File: config.mk
export PLATFORM = sky130hd
export DESIGN_NAME = sldu_result_stage
export DESIGN_NICKNAME = d
export VERILOG_FILES = /design/src/rtl/v_sldu_pkg.sv /design/src/rtl/sldu_result_stage.sv
export SDC_FILE = /design/constraint.sdc
export NUM_CORES = 1
export LEC_CHECK = 0
export BUFFER_PORTS_ARGS = -buffer_cell sky130_fd_sc_hd__buf_2
export CAP_MARGIN = 30
export CORE_AREA = 5 5 617 619
export CTS_BUF_LIST = sky130_fd_sc_hd__clkbuf_2 sky130_fd_sc_hd__clkbuf_4 sky130_fd_sc_hd__clkbuf_8
export DETAILED_ROUTE_END_ITERATION = 12
export DIE_AREA = 0 0 622 624
export PLACE_DENSITY = 0.33
export SLEW_MARGIN = 20
export SYNTH_ARGS = -nofsm -noshare
export SYNTH_HDL_FRONTEND = slang
export SYNTH_SLANG_ARGS = --single-unit
File: constraint.sdc
create_clock -name clk -period 0.8 [get_ports clk]
set_input_delay 0.04 -clock clk [delete_from_list [all_inputs] [get_ports clk]]
set_output_delay 0.04 -clock clk [all_outputs]
set_load 0.01 [all_outputs]
File: src/rtl/v_sldu_pkg.sv
/*
 * Shared types for the vector slide unit: opcodes, legalised element width
 * and register-group codes, the decoded control word, and the two views of
 * the rs1 scalar word. Modules pull these in with a wildcard import.
 */
`default_nettype none

package v_sldu_pkg;

    localparam int XLEN     = 32;   // scalar word width
    localparam int OFFSET_W = 7;    // slide offset taken from rs1

    // valu opcodes handled here, anything else is a scalar move
    typedef enum logic [5:0] {
        VSLIDEUP    = 6'd14,
        VSLIDEDOWN  = 6'd15,
        VSLIDE1UP   = 6'd30,
        VSLIDE1DOWN = 6'd31
    } sldu_op_e;

    typedef enum logic [1:0] {
        EEW_8  = 2'd0,
        EEW_16 = 2'd1,
        EEW_32 = 2'd2
    } eew_e;

    typedef enum logic [1:0] {
        GROUP_1 = 2'd0,   // one register
        GROUP_2 = 2'd1,
        GROUP_4 = 2'd2
    } group_e;

    typedef enum logic [1:0] {
        DIR_UP   = 2'd0,
        DIR_DOWN = 2'd1,
        DIR_MOVE = 2'd2
    } slide_dir_e;

    typedef struct packed {
        slide_dir_e dir;
        logic       slide1;   // shift by one and insert the scalar
        eew_e       eew;
        group_e     group;
    } sldu_ctrl_t;

    // rs1 read either as a slide offset or as the scalar to insert
    typedef union packed {
        struct packed {
            logic [XLEN-OFFSET_W-1:0] ignored;
            logic [OFFSET_W-1:0]      offset;
        } off;
        logic [XLEN-1:0] scalar;
    } scalar_word_u;

    // log2 of the element width in bits
    function automatic int unsigned eew_log2(eew_e eew);
        case (eew)
            EEW_16:  return 4;
            EEW_32:  return 5;
            default: return 3;
        endcase
    endfunction

    // scalar cut down to one element, upper bits zero
    function automatic logic [XLEN-1:0] eew_scalar(scalar_word_u word, eew_e eew);
        logic [XLEN-1:0] mask;
        mask = {XLEN{1'b1}} >> (XLEN - (1 << eew_log2(eew)));
        return word.scalar & mask;
    endfunction

endpackage

`default_nettype wire

File: src/rtl/sldu_result_stage.sv
/*
 * Output stage of the slide unit. Builds the scalar-move word, selects the
 * up, down or move result by direction and registers it. This register is
 * the only state in the unit, giving one cycle of latency.
 */
`timescale 1ns/1ps
`default_nettype none

module sldu_result_stage import v_sldu_pkg::*; #(
    parameter int VLEN = 128   // bits per vector register
) (
    input  logic              clk,
    input  logic              rst_n,
    input  sldu_ctrl_t        ctrl,
    input  scalar_word_u      rs1,
    input  logic [4*VLEN-1:0] up_slid,
    input  logic [4*VLEN-1:0] down_slid,
    output logic [4*VLEN-1:0] result
);

    localparam int VW = 4 * VLEN;

    logic [VW-1:0] move_word;
    logic [VW-1:0] next_result;

    assign move_word = VW'(eew_scalar(rs1, ctrl.eew));   // scalar at element 0

    always_comb begin
        case (ctrl.dir)
            DIR_UP:   next_result = up_slid;
            DIR_DOWN: next_result = down_slid;
            default:  next_result = move_word;
        endcase
    end

    always_ff @(posedge clk or negedge rst_n) begin
        if (!rst_n) begin
            result <= '0;
        end else begin
            result <= next_result;
        end
    end

endmodule

`default_nettype wire

==> results of run 1 <==
## synthesized netlist by cell type
master                      instances
sky130_fd_sc_hd__a21boi_1           1
sky130_fd_sc_hd__and2_1             1
sky130_fd_sc_hd__buf_12             5
sky130_fd_sc_hd__buf_2             48
sky130_fd_sc_hd__buf_4              1
sky130_fd_sc_hd__buf_6              3
sky130_fd_sc_hd__buf_8             48
sky130_fd_sc_hd__clkbuf_1          13
sky130_fd_sc_hd__dfrtp_1          512
sky130_fd_sc_hd__ha_1               2
sky130_fd_sc_hd__inv_1              2
sky130_fd_sc_hd__mux2i_1          512
sky130_fd_sc_hd__nand2_1            5
sky130_fd_sc_hd__nand3_1            1
sky130_fd_sc_hd__nor2_1           480
sky130_fd_sc_hd__nor2b_1            1
sky130_fd_sc_hd__o21ai_0            5
sky130_fd_sc_hd__o22ai_1            1
sky130_fd_sc_hd__o2bb2ai_1         26
## cell families after synthesis
kind of cell / after synthesis
adders and majority gates: 2
AOI/OAI and AO/OA: 33
and+or+nand+nor: 488
DFF: 512
muxes: 512
buffers and inverters: 120
## through the flow
step	utilization, %	setup WS (ns)	instances	hold WS [ns]	area [sq um]
after global placement	9.70	-0.627	8278	0.115	36300
after detailed placement	9.70	-0.616	8278	0.114	36300
after floorplan	-	-0.0176	1667	-0.256	21300
==> impl_table.tex, run 1 <==
\begin{tabular}{lr}
\hline
Metric & Value \\
\hline
\multicolumn{2}{l}{\textbf{Die}} \\
Die W & just over 600 microns \\
IO Count & 1577 \\
\# rows & approximately 230 \\
Starting density of the core & under 10\% \\
Die Span Y & between 600 and 700 microns \\
\multicolumn{2}{l}{\textbf{Yosys}} \\
Post-synthesis instance total & $\sim$1700 \\
Post-Synthesis Mean Instance Area & around 13 sq um \\
Largest family of logic cells by synthesized area & multiplexers \\
Synth area leader & sky130\_fd\_sc\_hd\_\_dfrtp\_1 \\
Register bit count reported by yosys & $\sim$510 \\
Top post-synthesis cells by area & sky130\_fd\_sc\_hd\_\_dfrtp\_1 (60\%), sky130\_fd\_sc\_hd\_\_mux2i\_1 (24\%), sky130\_fd\_sc\_hd\_\_nor2\_1 (8.5\%) \\
Xor and xnor area share after synthesis & 0\% \\
Complex-gate fraction of the synthesized area & approximately 1.3\% \\
Yosys Warn Count & 0 \\
Mapped cell area & approximately 0.021 sq mm \\
Cell variety after synth & 19 \\
Total nets after synthesis & roughly 2700 \\
Post-synthesis share of cell area spent on full adders, half adders and majority gates & less than 1\% \\
Mux share of post-synthesis cell area & between 20\% and 30\% \\
Post-synthesis share of cell area spent on and, or, nand and nor gates & under 10\% \\
Proportion of synthesized chip area in sequential cells & approximately 60\% \\
Portion of synthesized cell area occupied by the leading cell type & between 60\% and 70\% \\
\multicolumn{2}{l}{\textbf{Run status}} \\
Run status & did not finish \\
Failing step & clock tree synthesis (4\_1\_cts) \\
Stop Error & [ERROR RSZ-0060] Max buffer count reached. \\
\multicolumn{2}{l}{\textbf{Place}} \\
Final GP Congestion & $\sim$0.95 \\
IO Port Bufs & 1573 \\
Detail Placement HPWL & around 250000 microns \\
\multicolumn{2}{l}{\textbf{Clock tree}} \\
Clock root cell & sky130\_fd\_sc\_hd\_\_clkbuf\_8 \\
Number of gates resized after cts & 559 \\
Count of clock tree sinks & 512 \\
Post-CTS Hold Buffers & $\sim$1700 \\
Maximum buffer depth of the clock tree & 4 \\
CTS H-Tree Depth & 3 \\
Total clock buffers created by CTS & 111 \\
Post-CTS Repair Setup Buffers & 0 \\
\hline
\end{tabular}
==> run 2, diff against run 1 <==
CORE_AREA = 5 5 613 615   (was 5 5 617 619)
CTS_BUF_LIST = default   (was sky130_fd_sc_hd__clkbuf_2 sky130_fd_sc_hd__clkbuf_4 sky130_fd_sc_hd__clkbuf_8)
DIE_AREA = 0 0 618 620   (was 0 0 622 624)
PLACE_DENSITY = default   (was 0.33)
PLACE_DENSITY_LB_ADDON = 0.15   (was default)
clock period = 1.04 ns   (was 0.8 ns; I/O delays follow)
==> impl_table.tex, run 2 <==
\begin{tabular}{lr}
\hline
Metric & Value \\
\hline
\multicolumn{2}{l}{\textbf{Routing}} \\
Wire length the detailed router placed on met1 & around 96000 microns \\
Vias after detailed routing & between 20000 and 30000 \\
Number of DRC violations after detailed-routing iteration 0 & around 1200 \\
ANT nets after route & 0 \\
DR vias/cell & 2.76 \\
Residual DRC & 0 \\
Met3 wire length & between 20000 and 25000 microns \\
Detailed-route wire length & between 200000 and 300000 microns \\
Initial DRT Pass Iterations & 4 \\
Metal2 WL & 130000 microns \\
Routed length per placed instance & roughly 26 microns \\
Topmost layer with routed signal wires & met5 \\
\multicolumn{2}{l}{\textbf{Clock tree}} \\
Clock tree from TritonCTS & built \\
Worst-path clk slew & about 0.060 ns \\
Count of clock tree sinks & 512 (unchanged) \\
Maximum buffer depth of the clock tree & 4 (unchanged) \\
Total clock buffers created by CTS & 80 (-28\%) \\
Clock root cell & sky130\_fd\_sc\_hd\_\_clkbuf\_16 \\
CTS H-Tree Depth & 3 (unchanged) \\
\multicolumn{2}{l}{\textbf{Yosys}} \\
Number of flops mapped to enable cells by yosys & 0 (unchanged) \\
Portion of synthesized cell area occupied by the leading cell type & 60.4\% (unchanged) \\
List of most frequent post-synthesis cells & sky130\_fd\_sc\_hd\_\_dfrtp\_1 (512), sky130\_fd\_sc\_hd\_\_mux2i\_1 (512), sky130\_fd\_sc\_hd\_\_nor2\_1 (480) \\
Register bit count reported by yosys & 512 (unchanged) \\
Async set-or-reset flop fraction in the synthesized netlist & 100\% (unchanged) \\
Post-synthesis instance total & 1667 (unchanged) \\
Total nets after synthesis & 2734 (unchanged) \\
Cell variety after synth & 19 (unchanged) \\
Top post-synthesis cells by area & sky130\_fd\_sc\_hd\_\_dfrtp\_1 (60\%), sky130\_fd\_sc\_hd\_\_mux2i\_1 (24\%), sky130\_fd\_sc\_hd\_\_nor2\_1 (8.5\%) \\
Post-Synthesis Mean Instance Area & 12.7 sq um (unchanged) \\
Mapped cell area & 0.0212 sq mm (unchanged) \\
Proportion of synthesized chip area in sequential cells & 60.4\% (unchanged) \\
Yosys Warn Count & 0 (unchanged) \\
Synth area leader & sky130\_fd\_sc\_hd\_\_dfrtp\_1 \\
Most common flop cell mapped by yosys & sky130\_fd\_sc\_hd\_\_dfrtp\_1 \\
\multicolumn{2}{l}{\textbf{STA}} \\
Worst-case headroom to the max-slew limit & between 40 and 50\% \\
Period utilisation layout & 140\% \\
Count of endpoints failing hold in the final timing report & 114 \\
Setup slack of the critical path after layout & -0.420 ns \\
Final critical delay including setup and external delays & 1.46 ns \\
Pins Over Slew Limit & 0 \\
Final setup violation count & approximately 530 \\
Maximum clock rate & 685 MHz \\
Final-layout worst hold slack & -0.191 ns \\
Setup repair after global routing missed its margin & true \\
Worst-margin pin slew & $\sim$0.85 ns \\
\multicolumn{2}{l}{\textbf{Setup path}} \\
Crit path capture type & output pin \\
Data required, critical path & around 0.99 ns \\
Critical path start-end classification & reg2out \\
Master of the slowest instance on the critical path & sky130\_fd\_sc\_hd\_\_dfrtp\_2 \\
Critical path destination & result[9] \\
Launch point of the worst path & result[9]\$\_DFF\_PN0\_ \\
Sum of buffers and inverters on the critical path & 1 \\
Worst path cell trace & buf\_6 \\
Worst-path maximum fanout & 1 \\
Number of gates on the worst path with buffers counted & 1 \\
Nature of the critical path startpoint & register \\
Critical path's top delay family & flip-flops \\
CP Data Arrival Time & between 1 and 1.5 ns \\
Crit path largest cell delay & 0.46 ns \\
\multicolumn{2}{l}{\textbf{Finish}} \\
Biggest regs & result x512 \\
Leading cell type in the layout, fill and taps excluded & sky130\_fd\_sc\_hd\_\_dlygate4sd3\_1 \\
Most frequent cells in the layout & sky130\_fd\_sc\_hd\_\_dlygate4sd3\_1 (1282), sky130\_fd\_sc\_hd\_\_buf\_2 (1124), sky130\_fd\_sc\_hd\_\_mux2i\_1 (511) \\
Max reg flops & a little over 500 \\
Utilization of the core after routing & 14.7\% \\
Area growth from synthesis to layout & 157\% \\
Fraction of layout instances using a drive strength above 1 & between 30 and 40\% \\
Final-stage net count & about 5700 \\
Largest Register & result \\
Number of fillers in the final layout & 42100 \\
\multicolumn{2}{l}{\textbf{Place}} \\
IO Port Bufs & 1573 (unchanged) \\
Detail Placement HPWL & 220000 microns (-10\%) \\
Final GP Congestion & 0.915 (-3.7\%) \\
\multicolumn{2}{l}{\textbf{GRT}} \\
Antenna violations before repair & slightly above 300 \\
Total GRT Usage & roughly an eighth \\
Overflow after GRT & 0 \\
Wire length of the first global-routing pass & about 310000 microns \\
Vias in the first global route & roughly 29000 \\
Largest net degree at the start of global routing & 64 \\
\multicolumn{2}{l}{\textbf{Die}} \\
Die W & 618 microns (-0.64\%) \\
Core area & approximately 0.37 sq mm \\
Area of the die & about 0.38 sq mm \\
Die Span Y & 620 microns (-0.64\%) \\
Starting density of the core & 5.73\% (+0.064 points) \\
IO Count & 1577 (unchanged) \\
\# rows & 224 (-0.44\%) \\
\multicolumn{2}{l}{\textbf{Power and ir drop}} \\
PwrDens & around 1200 mW/mm\^{}2 \\
Static Leakage & approximately 26 nW \\
Worst IR Drop VDD & between 900 and 1000 uV \\
\multicolumn{2}{l}{\textbf{Run status}} \\
Run status & finished with violations \\
Violated checks & negative hold slack, negative setup slack \\
\multicolumn{2}{l}{\textbf{Run}} \\
Number of max-cap violations & 0 \\
\multicolumn{2}{l}{\textbf{Min path}} \\
Hold crit path type & in2reg \\
\hline
\end{tabular}
-- run 2: worst min path at each step --
stage                 start  cells after the start  slack [ns]                    end
floorplan             rst_n                      0       -0.24    result[0]$_DFF_PN0_
global placement      rst_n                      1       -0.09  result[466]$_DFF_PN0_
detailed placement    rst_n                      1        -0.1  result[490]$_DFF_PN0_
CTS                 ctrl[6]                      3       -0.30  result[471]$_DFF_PN0_
global route        ctrl[6]                      3       -0.25  result[450]$_DFF_PN0_
finish              ctrl[6]                      3       -0.19  result[471]$_DFF_PN0_
-- run 2: area by class of cell --
class	instances	area, sq um	area share [%]
repair buffers	3033	25600	46.9
flip-flops and latches	512	12800	23.5
multi-input cells	1035	7260	13.3
well taps	4972	6220	11.4
clock buffers	115	2290	4.20
diodes	75	188	0.344
clock inverters	17	170	0.312
inverters	2	7.51	0.0138
-- run 2: cell families (layout without fill, tap and decap cells) --
logic type	after synthesis	after routing	synth area share (%)
DFF	512	512	60.4
buffers and inverters	120	3167	5.46
AOI/OAI and AO/OA	33	33	1.26
other	0	75	0
adders and majority gates	2	2	0.118
muxes	512	512	24.1
and+or+nand+nor	488	488	8.66
-- run 2: timing repair --
item | in CTS | in global routing
setup buffers | 0 | 6
pin swaps | 0 | 0
gates cloned | 0 | 4
hold buffers | 1277 | 17
gates resized for setup | 716 | 56
hold endpoints to repair | 1024 | 179
setup endpoints to repair | 512 | 845
-- run 2: metrics by stage --
stage | total power [W] | setup TNS [ns] | instance area, sq um | setup WS [ns] | instances
finish | 0.0651 | -140.79 | 54600 | -0.420 | 9761
global route | 0.0685 | -191.90 | 54500 | -0.559 | 9722
CTS | 0.0669 | -298.77 | 53800 | -0.615 | 9663
detailed placement | 0.0325 | -121.37 | 36000 | -0.786 | 8254
global placement | 0.0326 | -122.63 | 36000 | -0.772 | 8254
floorplan | 0.0254 | 0 | 21200 | 0.118 | 1667
-- run 2: per-layer routing --
metal,GRT usage [%],vias to the layer above
met4,3.37,76
met3,4.26,596
met5,0,-
li1,-,11700
met2,22.9,1463
met1,13.9,13200
-- run 2: where the power goes --
| group | leakage, nW | internal (W) | total, W | switching (W) |
|---|---|---|---|---|
| Combinational | 17.8 | 0.00916 | 0.0164 | 0.00725 |
| Clock | 1.21 | 0.0157 | 0.0267 | 0.0110 |
| Sequential | 6.56 | 0.0212 | 0.0220 | 0.000739 |
Power figures use the tool's default switching activity.
==> run 3, diff against run 2 <==
GPL_TIMING_DRIVEN = 0   (was default)
==> impl_table.tex, run 3 (synthesis gave the netlist of run 2 again) <==
\begin{tabular}{lr}
\hline
Metric & Value \\
\hline
\multicolumn{2}{l}{\textbf{Place}} \\
IO Port Bufs & 1571 (-0.13\%) \\
Detail Placement HPWL & 231000 microns (+4.7\%) \\
Worst setup slack after placement & -1.61 ns (-0.824 ns) \\
Final GP Congestion & 0.922 (+0.83\%) \\
\multicolumn{2}{l}{\textbf{Min path}} \\
Hold crit path type & in2async \\
\multicolumn{2}{l}{\textbf{Run status}} \\
Run status & finished with violations \\
Violated checks & negative hold slack, negative setup slack \\
\multicolumn{2}{l}{\textbf{STA}} \\
Setup slack of the critical path after layout & -0.398 ns (+0.0219 ns) \\
Worst-margin pin slew & 0.728 ns (-0.121 ns) \\
Final-layout worst hold slack & -0.819 ns (-0.628 ns) \\
Worst-case headroom to the max-slew limit & 51.4\% (+8.2 points) \\
Period utilisation layout & 138\% (-2.1 points) \\
Count of endpoints failing hold in the final timing report & 237 (+110\%) \\
Maximum clock rate & 696 MHz (+1.5\%) \\
Setup repair after global routing missed its margin & true \\
Final critical delay including setup and external delays & 1.44 ns (-0.0219 ns) \\
Final setup violation count & 514 (-3.4\%) \\
Pins Over Slew Limit & 0 (unchanged) \\
\multicolumn{2}{l}{\textbf{Setup path}} \\
Critical path start-end classification & reg2out \\
Data required, critical path & 0.99 ns (about the same) \\
Nature of the critical path startpoint & register \\
Crit path largest cell delay & 0.45 ns (about the same) \\
Number of gates on the worst path with buffers counted & 1 (unchanged) \\
Sum of buffers and inverters on the critical path & 1 (unchanged) \\
Crit path capture type & output pin \\
CP Data Arrival Time & 1.39 ns (-0.02 ns) \\
Worst-path maximum fanout & 1 (unchanged) \\
Master of the slowest instance on the critical path & sky130\_fd\_sc\_hd\_\_dfrtp\_1 \\
Worst path cell trace & buf\_6 \\
Critical path's top delay family & flip-flops \\
\multicolumn{2}{l}{\textbf{Routing}} \\
Vias after detailed routing & 26700 (-0.82\%) \\
Detailed-route wire length & 263000 microns (+3.3\%) \\
Residual DRC & 0 (unchanged) \\
Initial DRT Pass Iterations & 5 (+1) \\
ANT nets after route & 0 (unchanged) \\
Routed length per placed instance & 27.0 microns (+3.5\%) \\
DR vias/cell & 2.75 (-0.62\%) \\
Number of DRC violations after detailed-routing iteration 0 & 1206 (+0.25\%) \\
\multicolumn{2}{l}{\textbf{GRT}} \\
Vias in the first global route & 28800 (+0.86\%) \\
GRT Max-Usage Layer & met2 \\
Met3 capacity usage during global routing & 4.50\% (+0.24 points) \\
Overflow after GRT & 0 (unchanged) \\
Wire length of the first global-routing pass & 325000 microns (+3.9\%) \\
Total GRT Usage & 13.1\% (+0.55 points) \\
Largest net degree at the start of global routing & 80 (+25\%) \\
Antenna violations before repair & 279 (-9.7\%) \\
Met1 layer usage reported by global route & 14.4\% (+0.54 points) \\
Global-route met2 utilization & 24.2\% (+1.3 points) \\
\multicolumn{2}{l}{\textbf{Die}} \\
Area of the die & 0.383 sq mm (unchanged) \\
\# rows & 224 (unchanged) \\
Starting density of the core & 5.73\% (unchanged) \\
Die Span Y & 620 microns (unchanged) \\
Die W & 618 microns (unchanged) \\
Core area & 0.370 sq mm (unchanged) \\
IO Count & 1577 (unchanged) \\
\multicolumn{2}{l}{\textbf{Finish}} \\
Leading cell type in the layout, fill and taps excluded & sky130\_fd\_sc\_hd\_\_dlygate4sd3\_1 \\
Area growth from synthesis to layout & 156\% \\
Final-stage net count & 5692 (-0.68\%) \\
Largest Register & result \\
Max reg flops & 512 (unchanged) \\
Fraction of layout instances using a drive strength above 1 & 39.1\% (-0.65 points) \\
Most frequent cells in the layout & sky130\_fd\_sc\_hd\_\_dlygate4sd3\_1 (1291), sky130\_fd\_sc\_hd\_\_buf\_2 (1167), sky130\_fd\_sc\_hd\_\_mux2i\_1 (510) \\
Biggest regs & result x512 \\
\multicolumn{2}{l}{\textbf{Power and ir drop}} \\
PwrDens & 1240 mW/mm\^{}2 (+4.2\%) \\
Static Leakage & 25.3 nW (-0.98\%) \\
Worst IR Drop VDD & 952 uV (+0.35\%) \\
\multicolumn{2}{l}{\textbf{Clock tree}} \\
Maximum buffer depth of the clock tree & 4 (unchanged) \\
Clock tree from TritonCTS & built \\
CTS H-Tree Depth & 3 (unchanged) \\
Worst-path clk slew & 0.06 ns (about the same) \\
Clock root cell & sky130\_fd\_sc\_hd\_\_clkbuf\_16 \\
Count of clock tree sinks & 512 (unchanged) \\
Total clock buffers created by CTS & 83 (+3.8\%) \\
\multicolumn{2}{l}{\textbf{Run}} \\
Number of max-cap violations & 0 (unchanged) \\
\hline
\end{tabular}
-- run 3: changes by cell type in the layout (fill, tap and decap cells not counted), moves of 18 or more --
| cell | previous run | this run |
|---|---|---|
| sky130_fd_sc_hd__buf_4 | 118 | 5 |
| sky130_fd_sc_hd__buf_2 | 1124 | 1167 |
| sky130_fd_sc_hd__buf_12 | 43 | 7 |
| sky130_fd_sc_hd__diode_2 | 75 | 93 |
| sky130_fd_sc_hd__buf_8 | 2 | 49 |
-- run 3: area by class of cell --
type | count | area (sq um)
clock buffer | 114 | 2380
clock inverter | 23 | 337
buffer | 118 | 1190
antenna | 93 | 233
inverter | 2 | 7.51
timing repair buffer | 2873 | 23800
tap | 4972 | 6220
fill | 42000 | 316000
multi-input combinational | 1035 | 7280
sequential | 512 | 12800
-- run 3: power by group --
group          switching (W)  leakage, nW  internal (W)
combinational        0.00778         17.4       0.00866
clock                 0.0115         1.33        0.0177
sequential          0.000678         6.58        0.0212
total                 0.0199         25.3        0.0476
-- run 3: stage by stage --
| step | std cells | setup TNS, ns | instance area [sq um] | total power, W | utilization (%) |
|---|---|---|---|---|---|
| after CTS | 9647 | -212.45 | 53800 | 0.0696 | 14.5 |
| after floorplan | 1667 | 0 | 21200 | 0.0254 | - |
| after detailed placement | 8220 | -528.42 | 35600 | 0.0325 | 9.60 |
| final | 9742 | -143.36 | 54300 | 0.0675 | 14.7 |
| after global placement | 8210 | -7401.13 | 35300 | 0.0325 | 9.54 |
| after global routing | 9691 | -194.39 | 54200 | 0.0710 | 14.6 |
-- run 3: final timing paths --
kind / startpoint / end / slack (ns)
min: rst_n / result[427]$_DFF_PN0_ / -0.82
min in group clk: ctrl[2] / result[15]$_DFF_PN0_ / -0.11
max: result[394]$_DFF_PN0_ / result[394] / -0.40
max in group asynchronous: rst_n / result[305]$_DFF_PN0_ / 0.19
-- run 3: repair_timing --
| action | CTS | global route |
|---|---|---|
| hold endpoints to repair | 748 | 238 |
| setup endpoints to repair | 635 | 691 |
| buffers inserted | 0 | 1 |
| gates resized for setup | 735 | 57 |
| hold buffers | 1290 | 1 |
-- run 3: metal layers --
| metal | wire, microns | share of wire, % |
|---|---|---|
| met5 | 570 | 0.22 |
| met4 | 8230 | 3.1 |
| met3 | 20900 | 7.9 |
| met2 | 135000 | 51 |
| met1 | 98400 | 37 |
